<file path="src/monitor_pkg.sv">
package monitor_pkg;

    // **************************************************
    // Widths and poll constants
    // **************************************************
    localparam int num_channels = 7;
    localparam int den_offset   = 16;   // Read slot inside each poll interval

    typedef logic [2:0]  chan_idx_t;
    typedef logic [6:0]  drp_addr_t;
    typedef logic [15:0] drp_data_t;
    typedef logic [11:0] sensor_code_t;  // Upper 12 bits of the DRP word
    typedef logic [15:0] event_count_t;  // Wraps at 0xFFFF
    typedef logic [7:0]  apb_addr_t;
    typedef logic [31:0] apb_data_t;

    typedef struct packed {
        logic      drdy;
        drp_data_t rdata;
    } drp_rsp_t;

    typedef struct packed {
        logic         valid;
        chan_idx_t    chan;
        sensor_code_t code;
    } sensor_sample_t;

    // Field order gives the status register layout, bit 2 down to bit 0
    typedef struct packed {
        logic uncorrectable;
        logic correction;
        logic observation;
    } seu_status_t;

    typedef struct packed {
        logic      psel;
        logic      penable;
        logic      pwrite;
        apb_addr_t paddr;
        apb_data_t pwdata;
    } apb_req_t;

    typedef struct packed {
        apb_data_t prdata;
        logic      pready;
        logic      pslverr;
    } apb_rsp_t;

    // **************************************************
    // Register map
    // **************************************************
    localparam apb_addr_t reg_sensor_base   = 8'h00;  // Channel i at base + 4*i
    localparam apb_addr_t reg_correction    = 8'h1C;
    localparam apb_addr_t reg_uncorrectable = 8'h20;
    localparam apb_addr_t reg_status        = 8'h24;
    localparam apb_addr_t reg_clear         = 8'h28;  // Write only

    // Channel slot to sensor register address
    function automatic drp_addr_t chan_to_drp_addr(chan_idx_t chan);
        drp_addr_t addr;
        case (chan)
            3'd0:    addr = 7'h00;  // Temperature
            3'd1:    addr = 7'h01;  // Vccint
            3'd2:    addr = 7'h02;  // Vccaux
            3'd3:    addr = 7'h06;  // Vccbram
            3'd4:    addr = 7'h03;  // Vp/Vn
            3'd5:    addr = 7'h04;  // Vrefp
            3'd6:    addr = 7'h05;  // Vrefn
            default: addr = 7'h00;
        endcase
        return addr;
    endfunction

endpackage
</file>
<file path="src/sys_monitor.sv">
`timescale 1ns/1ps

module sys_monitor #(
    parameter int poll_interval = 65536    // Cycles per channel
) (
    input  logic                     clk66m,
    input  logic                     rst_66m,
    // Sensor block DRP
    output logic                     den,
    output monitor_pkg::drp_addr_t   daddr,
    input  monitor_pkg::drp_rsp_t    drp_rsp,
    // Soft-error controller status
    input  monitor_pkg::seu_status_t seu_status,
    // Register bus
    input  monitor_pkg::apb_req_t    apb_req,
    output monitor_pkg::apb_rsp_t    apb_rsp
);
    import monitor_pkg::*;

    sensor_sample_t sample;
    sensor_code_t   codes [num_channels];
    event_count_t   correction_count;
    event_count_t   uncorrectable_count;
    seu_status_t    live_status;
    logic           count_clear;

    // **************************************************
    // Input side
    // **************************************************
    drp_poll_sequencer #(
        .poll_interval (poll_interval)
    ) u_drp_poll_sequencer (
        .clk66m  (clk66m),
        .rst_66m (rst_66m),
        .drp_rsp (drp_rsp),
        .den     (den),
        .daddr   (daddr),
        .sample  (sample)
    );

    seu_event_counter u_seu_event_counter (
        .clk66m              (clk66m),
        .rst_66m             (rst_66m),
        .seu_status          (seu_status),
        .count_clear         (count_clear),
        .correction_count    (correction_count),
        .uncorrectable_count (uncorrectable_count),
        .live_status         (live_status)
    );

    sensor_regfile u_sensor_regfile (
        .clk66m  (clk66m),
        .rst_66m (rst_66m),
        .sample  (sample),
        .codes   (codes)
    );

    // Register side
    apb_status_slave u_apb_status_slave (
        .apb_req             (apb_req),
        .apb_rsp             (apb_rsp),
        .codes               (codes),
        .correction_count    (correction_count),
        .uncorrectable_count (uncorrectable_count),
        .live_status         (live_status),
        .count_clear         (count_clear)
    );

endmodule

</file>
<file path="src/apb_status_slave.sv">
`timescale 1ns/1ps

module apb_status_slave (
    input  monitor_pkg::apb_req_t     apb_req,
    output monitor_pkg::apb_rsp_t     apb_rsp,
    input  monitor_pkg::sensor_code_t codes [monitor_pkg::num_channels],
    input  monitor_pkg::event_count_t correction_count,
    input  monitor_pkg::event_count_t uncorrectable_count,
    input  monitor_pkg::seu_status_t  live_status,
    output logic                      count_clear
);
    import monitor_pkg::*;

    logic      access;
    apb_addr_t sensor_off;
    logic      rd_hit;
    logic      wr_hit;
    apb_data_t rd_value;

    assign access     = apb_req.psel && apb_req.penable;   // Access phase
    assign sensor_off = apb_req.paddr - reg_sensor_base;
    assign wr_hit     = (apb_req.paddr == reg_clear);      // Only writable address

    // **************************************************
    // Read decode
    // **************************************************
    always_comb begin
        rd_hit   = 1'b1;
        rd_value = '0;
        if (apb_req.paddr[1:0] != 2'b00) begin
            rd_hit = 1'b0;                                  // Misaligned
        end else if (sensor_off < apb_addr_t'(4 * num_channels)) begin
            rd_value = apb_data_t'(codes[sensor_off[4:2]]);
        end else begin
            case (apb_req.paddr)
                reg_correction:    rd_value = apb_data_t'(correction_count);
                reg_uncorrectable: rd_value = apb_data_t'(uncorrectable_count);
                reg_status:        rd_value = apb_data_t'(live_status);
                default:           rd_hit = 1'b0;           // Clear reg is write only
            endcase
        end
    end

    // **************************************************
    // Response, zero wait states
    // **************************************************
    always_comb begin
        if (apb_req.penable) begin
            assert final (apb_req.psel)
                else $error("APB penable high without psel");
        end
        apb_rsp.pready  = 1'b1;
        apb_rsp.prdata  = '0;
        apb_rsp.pslverr = 1'b0;
        if (access) begin
            if (apb_req.pwrite) begin
                apb_rsp.pslverr = !wr_hit;
            end else if (rd_hit) begin
                apb_rsp.prdata = rd_value;
            end else begin
                apb_rsp.pslverr = 1'b1;
            end
        end
    end

    // Counters zero on the edge closing the access phase
    assign count_clear = access && apb_req.pwrite && wr_hit;

endmodule

</file>
<file path="src/sensor_regfile.sv">
`timescale 1ns/1ps

module sensor_regfile (
    input  logic                        clk66m,
    input  logic                        rst_66m,
    input  monitor_pkg::sensor_sample_t sample,
    output monitor_pkg::sensor_code_t   codes [monitor_pkg::num_channels]
);
    import monitor_pkg::*;

    // **************************************************
    // Latest code per channel
    // **************************************************
    always_ff @(posedge clk66m or posedge rst_66m) begin
        if (rst_66m) begin
            for (int i = 0; i < num_channels; i++) begin
                codes[i] <= '0;
            end
        end else if (sample.valid) begin
            codes[sample.chan] <= sample.code;  // Slot named by the sample tag
        end
    end

    // Tag comes from the poller's channel slot
    assert property (@(posedge clk66m) disable iff (rst_66m)
        sample.valid |-> (sample.chan < chan_idx_t'(num_channels)))
        else $error("Sample tagged with channel %0d", sample.chan);

endmodule

</file>
<file path="src/seu_event_counter.sv">
`timescale 1ns/1ps

module seu_event_counter (
    input  logic                      clk66m,
    input  logic                      rst_66m,
    input  monitor_pkg::seu_status_t  seu_status,
    input  logic                      count_clear,
    output monitor_pkg::event_count_t correction_count,
    output monitor_pkg::event_count_t uncorrectable_count,
    output monitor_pkg::seu_status_t  live_status
);
    import monitor_pkg::*;

    seu_status_t status_q1;
    seu_status_t status_q2;
    logic        correction_rise;
    logic        uncorrectable_rise;

    // Two register stages on the controller status lines
    always_ff @(posedge clk66m or posedge rst_66m) begin
        if (rst_66m) begin
            status_q1 <= '0;
            status_q2 <= '0;
        end else begin
            status_q1 <= seu_status;
            status_q2 <= status_q1;
        end
    end

    assign live_status        = status_q1;
    assign correction_rise    = status_q1.correction && !status_q2.correction;
    assign uncorrectable_rise = status_q1.uncorrectable && !status_q2.uncorrectable;

    // **************************************************
    // Event counters, clear wins over an increment
    // **************************************************
    always_ff @(posedge clk66m or posedge rst_66m) begin
        if (rst_66m) begin
            correction_count    <= '0;
            uncorrectable_count <= '0;
        end else if (count_clear) begin
            correction_count    <= '0;
            uncorrectable_count <= '0;
        end else begin
            if (correction_rise) begin
                correction_count <= correction_count + 1'b1;     // Wraps
            end
            if (uncorrectable_rise) begin
                uncorrectable_count <= uncorrectable_count + 1'b1;
            end
        end
    end

    assert property (@(posedge clk66m) disable iff (rst_66m)
        count_clear |=> (correction_count == '0) && (uncorrectable_count == '0))
        else $error("Event counts not zero after clear");

endmodule

</file>
<file path="src/drp_poll_sequencer.sv">
`timescale 1ns/1ps

module drp_poll_sequencer #(
    parameter int poll_interval = 65536
) (
    input  logic                        clk66m,
    input  logic                        rst_66m,
    input  monitor_pkg::drp_rsp_t       drp_rsp,
    output logic                        den,
    output monitor_pkg::drp_addr_t      daddr,
    output monitor_pkg::sensor_sample_t sample
);
    import monitor_pkg::*;

    localparam int               cnt_w    = $clog2(poll_interval);
    localparam logic [cnt_w-1:0] cnt_last = cnt_w'(poll_interval - 1);
    localparam logic [cnt_w-1:0] cnt_den  = cnt_w'(den_offset);

    logic [cnt_w-1:0] interval_cnt;
    chan_idx_t        chan;
    logic             read_pending;
    logic             interval_end;
    logic             rsp_accept;
    logic             sample_valid;
    chan_idx_t        sample_chan;
    sensor_code_t     sample_code;

    // Interval has to hold the read slot plus the reply
    if (poll_interval <= den_offset + 2) begin : g_interval_check
        $error("poll_interval too short for the DRP read slot");
    end

    // **************************************************
    // Interval timer and channel slot
    // **************************************************
    assign interval_end = (interval_cnt == cnt_last);

    always_ff @(posedge clk66m or posedge rst_66m) begin
        if (rst_66m) begin
            interval_cnt <= '0;
            chan         <= '0;
        end else if (interval_end) begin
            interval_cnt <= '0;
            chan         <= (chan == chan_idx_t'(num_channels - 1)) ? '0 : chan + 1'b1;
        end else begin
            interval_cnt <= interval_cnt + 1'b1;
        end
    end

    assign den   = (interval_cnt == cnt_den);  // One-cycle read strobe
    assign daddr = chan_to_drp_addr(chan);

    // **************************************************
    // Read tracking
    // **************************************************
    assign rsp_accept = drp_rsp.drdy && read_pending;  // Stray drdy ignored

    // A reply that misses the interval is dropped at the wrap
    always_ff @(posedge clk66m or posedge rst_66m) begin
        if (rst_66m) begin
            read_pending <= 1'b0;
        end else if (den) begin
            read_pending <= 1'b1;
        end else if (rsp_accept || interval_end) begin
            read_pending <= 1'b0;
        end
    end

    always_ff @(posedge clk66m or posedge rst_66m) begin
        if (rst_66m) begin
            sample_valid <= 1'b0;
        end else begin
            sample_valid <= rsp_accept;
        end
    end

    // Channel is stable for the whole interval, so it tags the reply
    always_ff @(posedge clk66m) begin
        if (rsp_accept) begin
            sample_chan <= chan;
            sample_code <= drp_rsp.rdata[15:4];
        end
    end

    assign sample = '{valid: sample_valid, chan: sample_chan, code: sample_code};

    assert property (@(posedge clk66m) disable iff (rst_66m) den |-> !read_pending)
        else $error("DRP read issued with a read still outstanding");

endmodule

</file>
<file path="config.mk">
export PLATFORM = sky130hd
export DESIGN_NAME = sys_monitor
export DESIGN_NICKNAME = d
export VERILOG_FILES = /design/src/monitor_pkg.sv /design/src/sys_monitor.sv /design/src/apb_status_slave.sv /design/src/sensor_regfile.sv /design/src/seu_event_counter.sv /design/src/drp_poll_sequencer.sv
export SDC_FILE = /design/constraint.sdc
export NUM_CORES = 1
export LEC_CHECK = 0
export ABC_AREA = 0
export ABC_CLOCK_PERIOD_IN_PS = 3060
export BUFFER_PORTS_ARGS = -buffer_cell sky130_fd_sc_hd__buf_2
export CAP_MARGIN = 20
export CELL_PAD_IN_SITES_DETAIL_PLACEMENT = 0
export CELL_PAD_IN_SITES_GLOBAL_PLACEMENT = 1
export CORE_MARGIN = 5
export CORE_UTILIZATION = 35
export DETAILED_ROUTE_END_ITERATION = 10
export PLACE_DENSITY_LB_ADDON = 0.2
export SLEW_MARGIN = 20
export SYNTH_ARGS = -nofsm -noshare
export SYNTH_HDL_FRONTEND = slang
export SYNTH_HIERARCHICAL = 1
export SYNTH_SLANG_ARGS = --single-unit
</file>
<file path="constraint.sdc">
create_clock -name clk66m -period 3.06 [get_ports clk66m]
set_input_delay 0.612 -clock clk66m [delete_from_list [all_inputs] [get_ports clk66m]]
set_output_delay 0.612 -clock clk66m [all_outputs]
set_load 0.01 [all_outputs]
</file>
==> flow_summary.ini <==
[outcome]
status = finished, final reports clean

[synthesis]
ys_async_sr_fraction_pct = 90.4
yosys_warnings = 6
postSynthCellCount = 660
synth-seq-cells = 157
syn_area_um2 = 8010
synth_flop_cell = dfrtp_1
synth_area_leaders = dfrtp_1 44%, mux2_2 8.3%, edfxtp_1 5.6%
synth_edf_count = 15
synth_top_cell_by_area = dfrtp_1
ys_types = 61
avgSynthCellArea_um2 = 12.1
ys_seq_area_share_pct = 50.0
yosysTopAreaCellShare_pct = 44.3

[cells_and_area]
drive_gt1_share_pct = 30.0
area_growth_pct = 14.2
final_common_cell = dfrtp_1
most-common-layout-cells = 142 x dfrtp_1, 59 x mux2_2, 49 x buf_2
diodes = 0
final_nets = 788

[grt]
grt_pass1_vias = 5536
track_usage_pct = 14.8
grt_pass1_wl_um = 30500
overflow = 0
antenna_found_initial = 0
grt_max_degree = 47

[floorplanning]
die_area_um2 = 26000
initial_core_util_pct = 35.5
coreArea_um2 = 22600
die_w_um = 161
io_pins = 107
rows = 55
die_y_um = 161

[worst_setup_path]
r2r_end = u_seu_event_counter/correction_count[12]
critical-path-max-stage-delay_ns = 0.57
cp.arrival_ns = 2.33
crit_path_top_delay_cell = or4_4
critical_path_class = input port to primary output
start_kind = input port
cp_top_family = simple AND/OR/NAND/NOR gates
cp-startpoint = apb_req[39]
crit_path_end = apb_rsp[10]
endpoint_kind = primary output
crit_buf_inv = 3
cp_max_fo = 13
path_cells = buf_2 > or4_4 > nor4_4 > buf_4 > a221oi_1 > nor3_1 > buf_2
cp_num_cells = 7
critPathMostFrequentCell = buf_2
crit_required_ns = 2.45
r2r_slack_ns = 1.15
rr_worst_depth = 5
worstReg2RegStart = u_seu_event_counter/correction_count[0]

[clock_network]
cts_buffers = 17
clk_pin_slew_ns = 0.07
clk_path_buf_depth = 2
cts_root_buf = clkbuf_16
cts_tree = done
insertion_delay_ns = 0.42
hold_buffers = 0
cts_sinks = 157
htree_num_levels = 4

[timing]
finClkSkew_ns = 0.0103
worst_slew_pin_slew_ns = 0.933
fmax_mhz = 340
grt_setup_unrepaired = no
finalCriticalPeriod_ns = 2.94
tns_ns = 0
slew_headroom_pct = 37.8
setup_viol = 0
drv_slew = 0
timing.final.crit_share_pct = 96.2
hold_violations = 0

[drt]
wl_per_cell_um = 18.6
wl_um = 18900
vias_per_cell = 5.26
postRouteAntennaNets = 0
drc = 0
drt_iter0_drc = 377
vias = 5346
dr.pass1.iters = 4

[power_and_ir_drop]
p_leak_nw = 4.03
p_per_area_nw_per_um2 = 573
vdd_drop_max_mv = 0.289
power_mw = 5.24

[place]
dpl.hpwl_um = 12700
gp_congestion = 0.777
numPortBuffers = 49

[worst_hold_path]
hold_class = input port to register

[run]
max-cap-violations = 0
## repair_timing
action                                  4_1_cts  5_1_grt
buffers inserted                              0        0
resized for setup                             0        2
endpoints found under the setup margin        0        5
## area by class of cell
| class | count | area, um^2 |
|---|---|---|
| clock buffer | 19 | 443 |
| timing repair buffer | 74 | 458 |
| inverter | 11 | 42.5 |
| tap | 285 | 357 |
| clock inverter | 13 | 166 |
| sequential | 157 | 4000 |
| multi-input combinational | 457 | 3680 |
| fill | 2130 | 13400 |
## metal layers
| layer | up-vias | global-route usage (%) | wire, um | share of wire, % |
|---|---|---|---|---|
| met5 | - | 0 | 0 | 0 |
| met4 | 0 | 4.38 | 289 | 1.5 |
| met3 | 23 | 3.57 | 808 | 4.3 |
| met2 | 126 | 22.9 | 8630 | 46 |
| met1 | 2698 | 20.9 | 9200 | 49 |
| li1 | 2499 | - | - | - |
## per-stage QoR
| stage | utilization [%] | instances | area (um^2) | setup slack, ns | hold WS (ns) |
|---|---|---|---|---|---|
| 6_report | 40.5 | 1016 | 9150 | 0.117 | 0.288 |
| 3_5_place_dp | 37.8 | 984 | 8540 | 0.0869 | 0.475 |
| 3_3_place_gp | 37.8 | 984 | 8540 | 0.0412 | 0.475 |
| 4_1_cts | 40.5 | 1016 | 9150 | 0.0757 | 0.270 |
| 5_1_grt | 40.5 | 1016 | 9150 | 0.0108 | 0.265 |
| 2_1_floorplan | - | 678 | 8080 | 0.283 | 0.395 |
## flip-flops by register name (all words and copies together) (netlist names)
register,count
u_sensor_regfile/codes,84
u_drp_poll_sequencer/interval_cnt,16
u_seu_event_counter/correction_count,16
u_seu_event_counter/uncorrectable_count,16
u_drp_poll_sequencer/sample_code,12
u_drp_poll_sequencer/chan,3
u_drp_poll_sequencer/sample_chan,3
u_seu_event_counter/live_status,3
u_seu_event_counter/status_q2,2
u_drp_poll_sequencer/read_pending,1
u_drp_poll_sequencer/sample_valid,1
## how the worst min path moves through the flow
stage                                  startpoint                                  to  slack, ns  cells after the start
5_1_grt                             seu_status[2]  u_seu_event_counter/live_status[2]       0.27                      1
3_3_place_gp   u_seu_event_counter/live_status[2]    u_seu_event_counter/status_q2[2]       0.47                      0
2_1_floorplan  u_seu_event_counter/live_status[2]    u_seu_event_counter/status_q2[2]       0.40                      0
3_5_place_dp   u_seu_event_counter/live_status[2]    u_seu_event_counter/status_q2[2]       0.48                      0
4_1_cts                             seu_status[2]  u_seu_event_counter/live_status[2]       0.27                      1
6_report                            seu_status[2]  u_seu_event_counter/live_status[2]       0.29                      1
## cell families after synthesis
logic type               count (synthesis)  synth area share (%)
AO/OA/AOI/OAI                           86                  7.20
XOR/XNOR                                33                  3.61
adder cells (fa/ha/maj)                  5                 0.781
buffers and inverters                   64                  5.04
flip-flops                             157                  50.0
multiplexers                           127                  18.7
other                                    3                 0.141
AND/OR/NAND/NOR                        185                  14.6
## worst reg2reg max path: cells and delay by family, from the launching register on
family,cells,cell delay (ns)
fa+ha+maj,1,0.19
simple gates,3,1.07
compound gates,1,0.15
flops,1,0.44
## Yosys cell counts (12+ instances only)
| cell type | number |
|---|---|
| o211ai_1 | 13 |
| buf_4 | 23 |
| edfxtp_1 | 15 |
| nand2_1 | 17 |
| a21oi_1 | 25 |
| nand3_1 | 16 |
| mux2_4 | 30 |
| mux2i_1 | 38 |
| mux2_2 | 59 |
| xor2_1 | 15 |
| xnor2_1 | 18 |
| nand4_1 | 12 |
| nor2_1 | 42 |
| nand3b_1 | 14 |
| nor3_1 | 22 |
| dfrtp_1 | 142 |
| a22oi_1 | 16 |
## power by group
| part | leakage (nW) | total (mW) | switching [mW] | internal [mW] |
|---|---|---|---|---|
| logic | 1.74 | 0.560 | 0.315 | 0.245 |
| registers | 2.00 | 2.50 | 0.225 | 2.27 |
| clock network | 0.295 | 2.18 | 0.872 | 1.31 |
| total | 4.03 | 5.24 | 1.41 | 3.83 |
(Power assumes the default switching activity.)
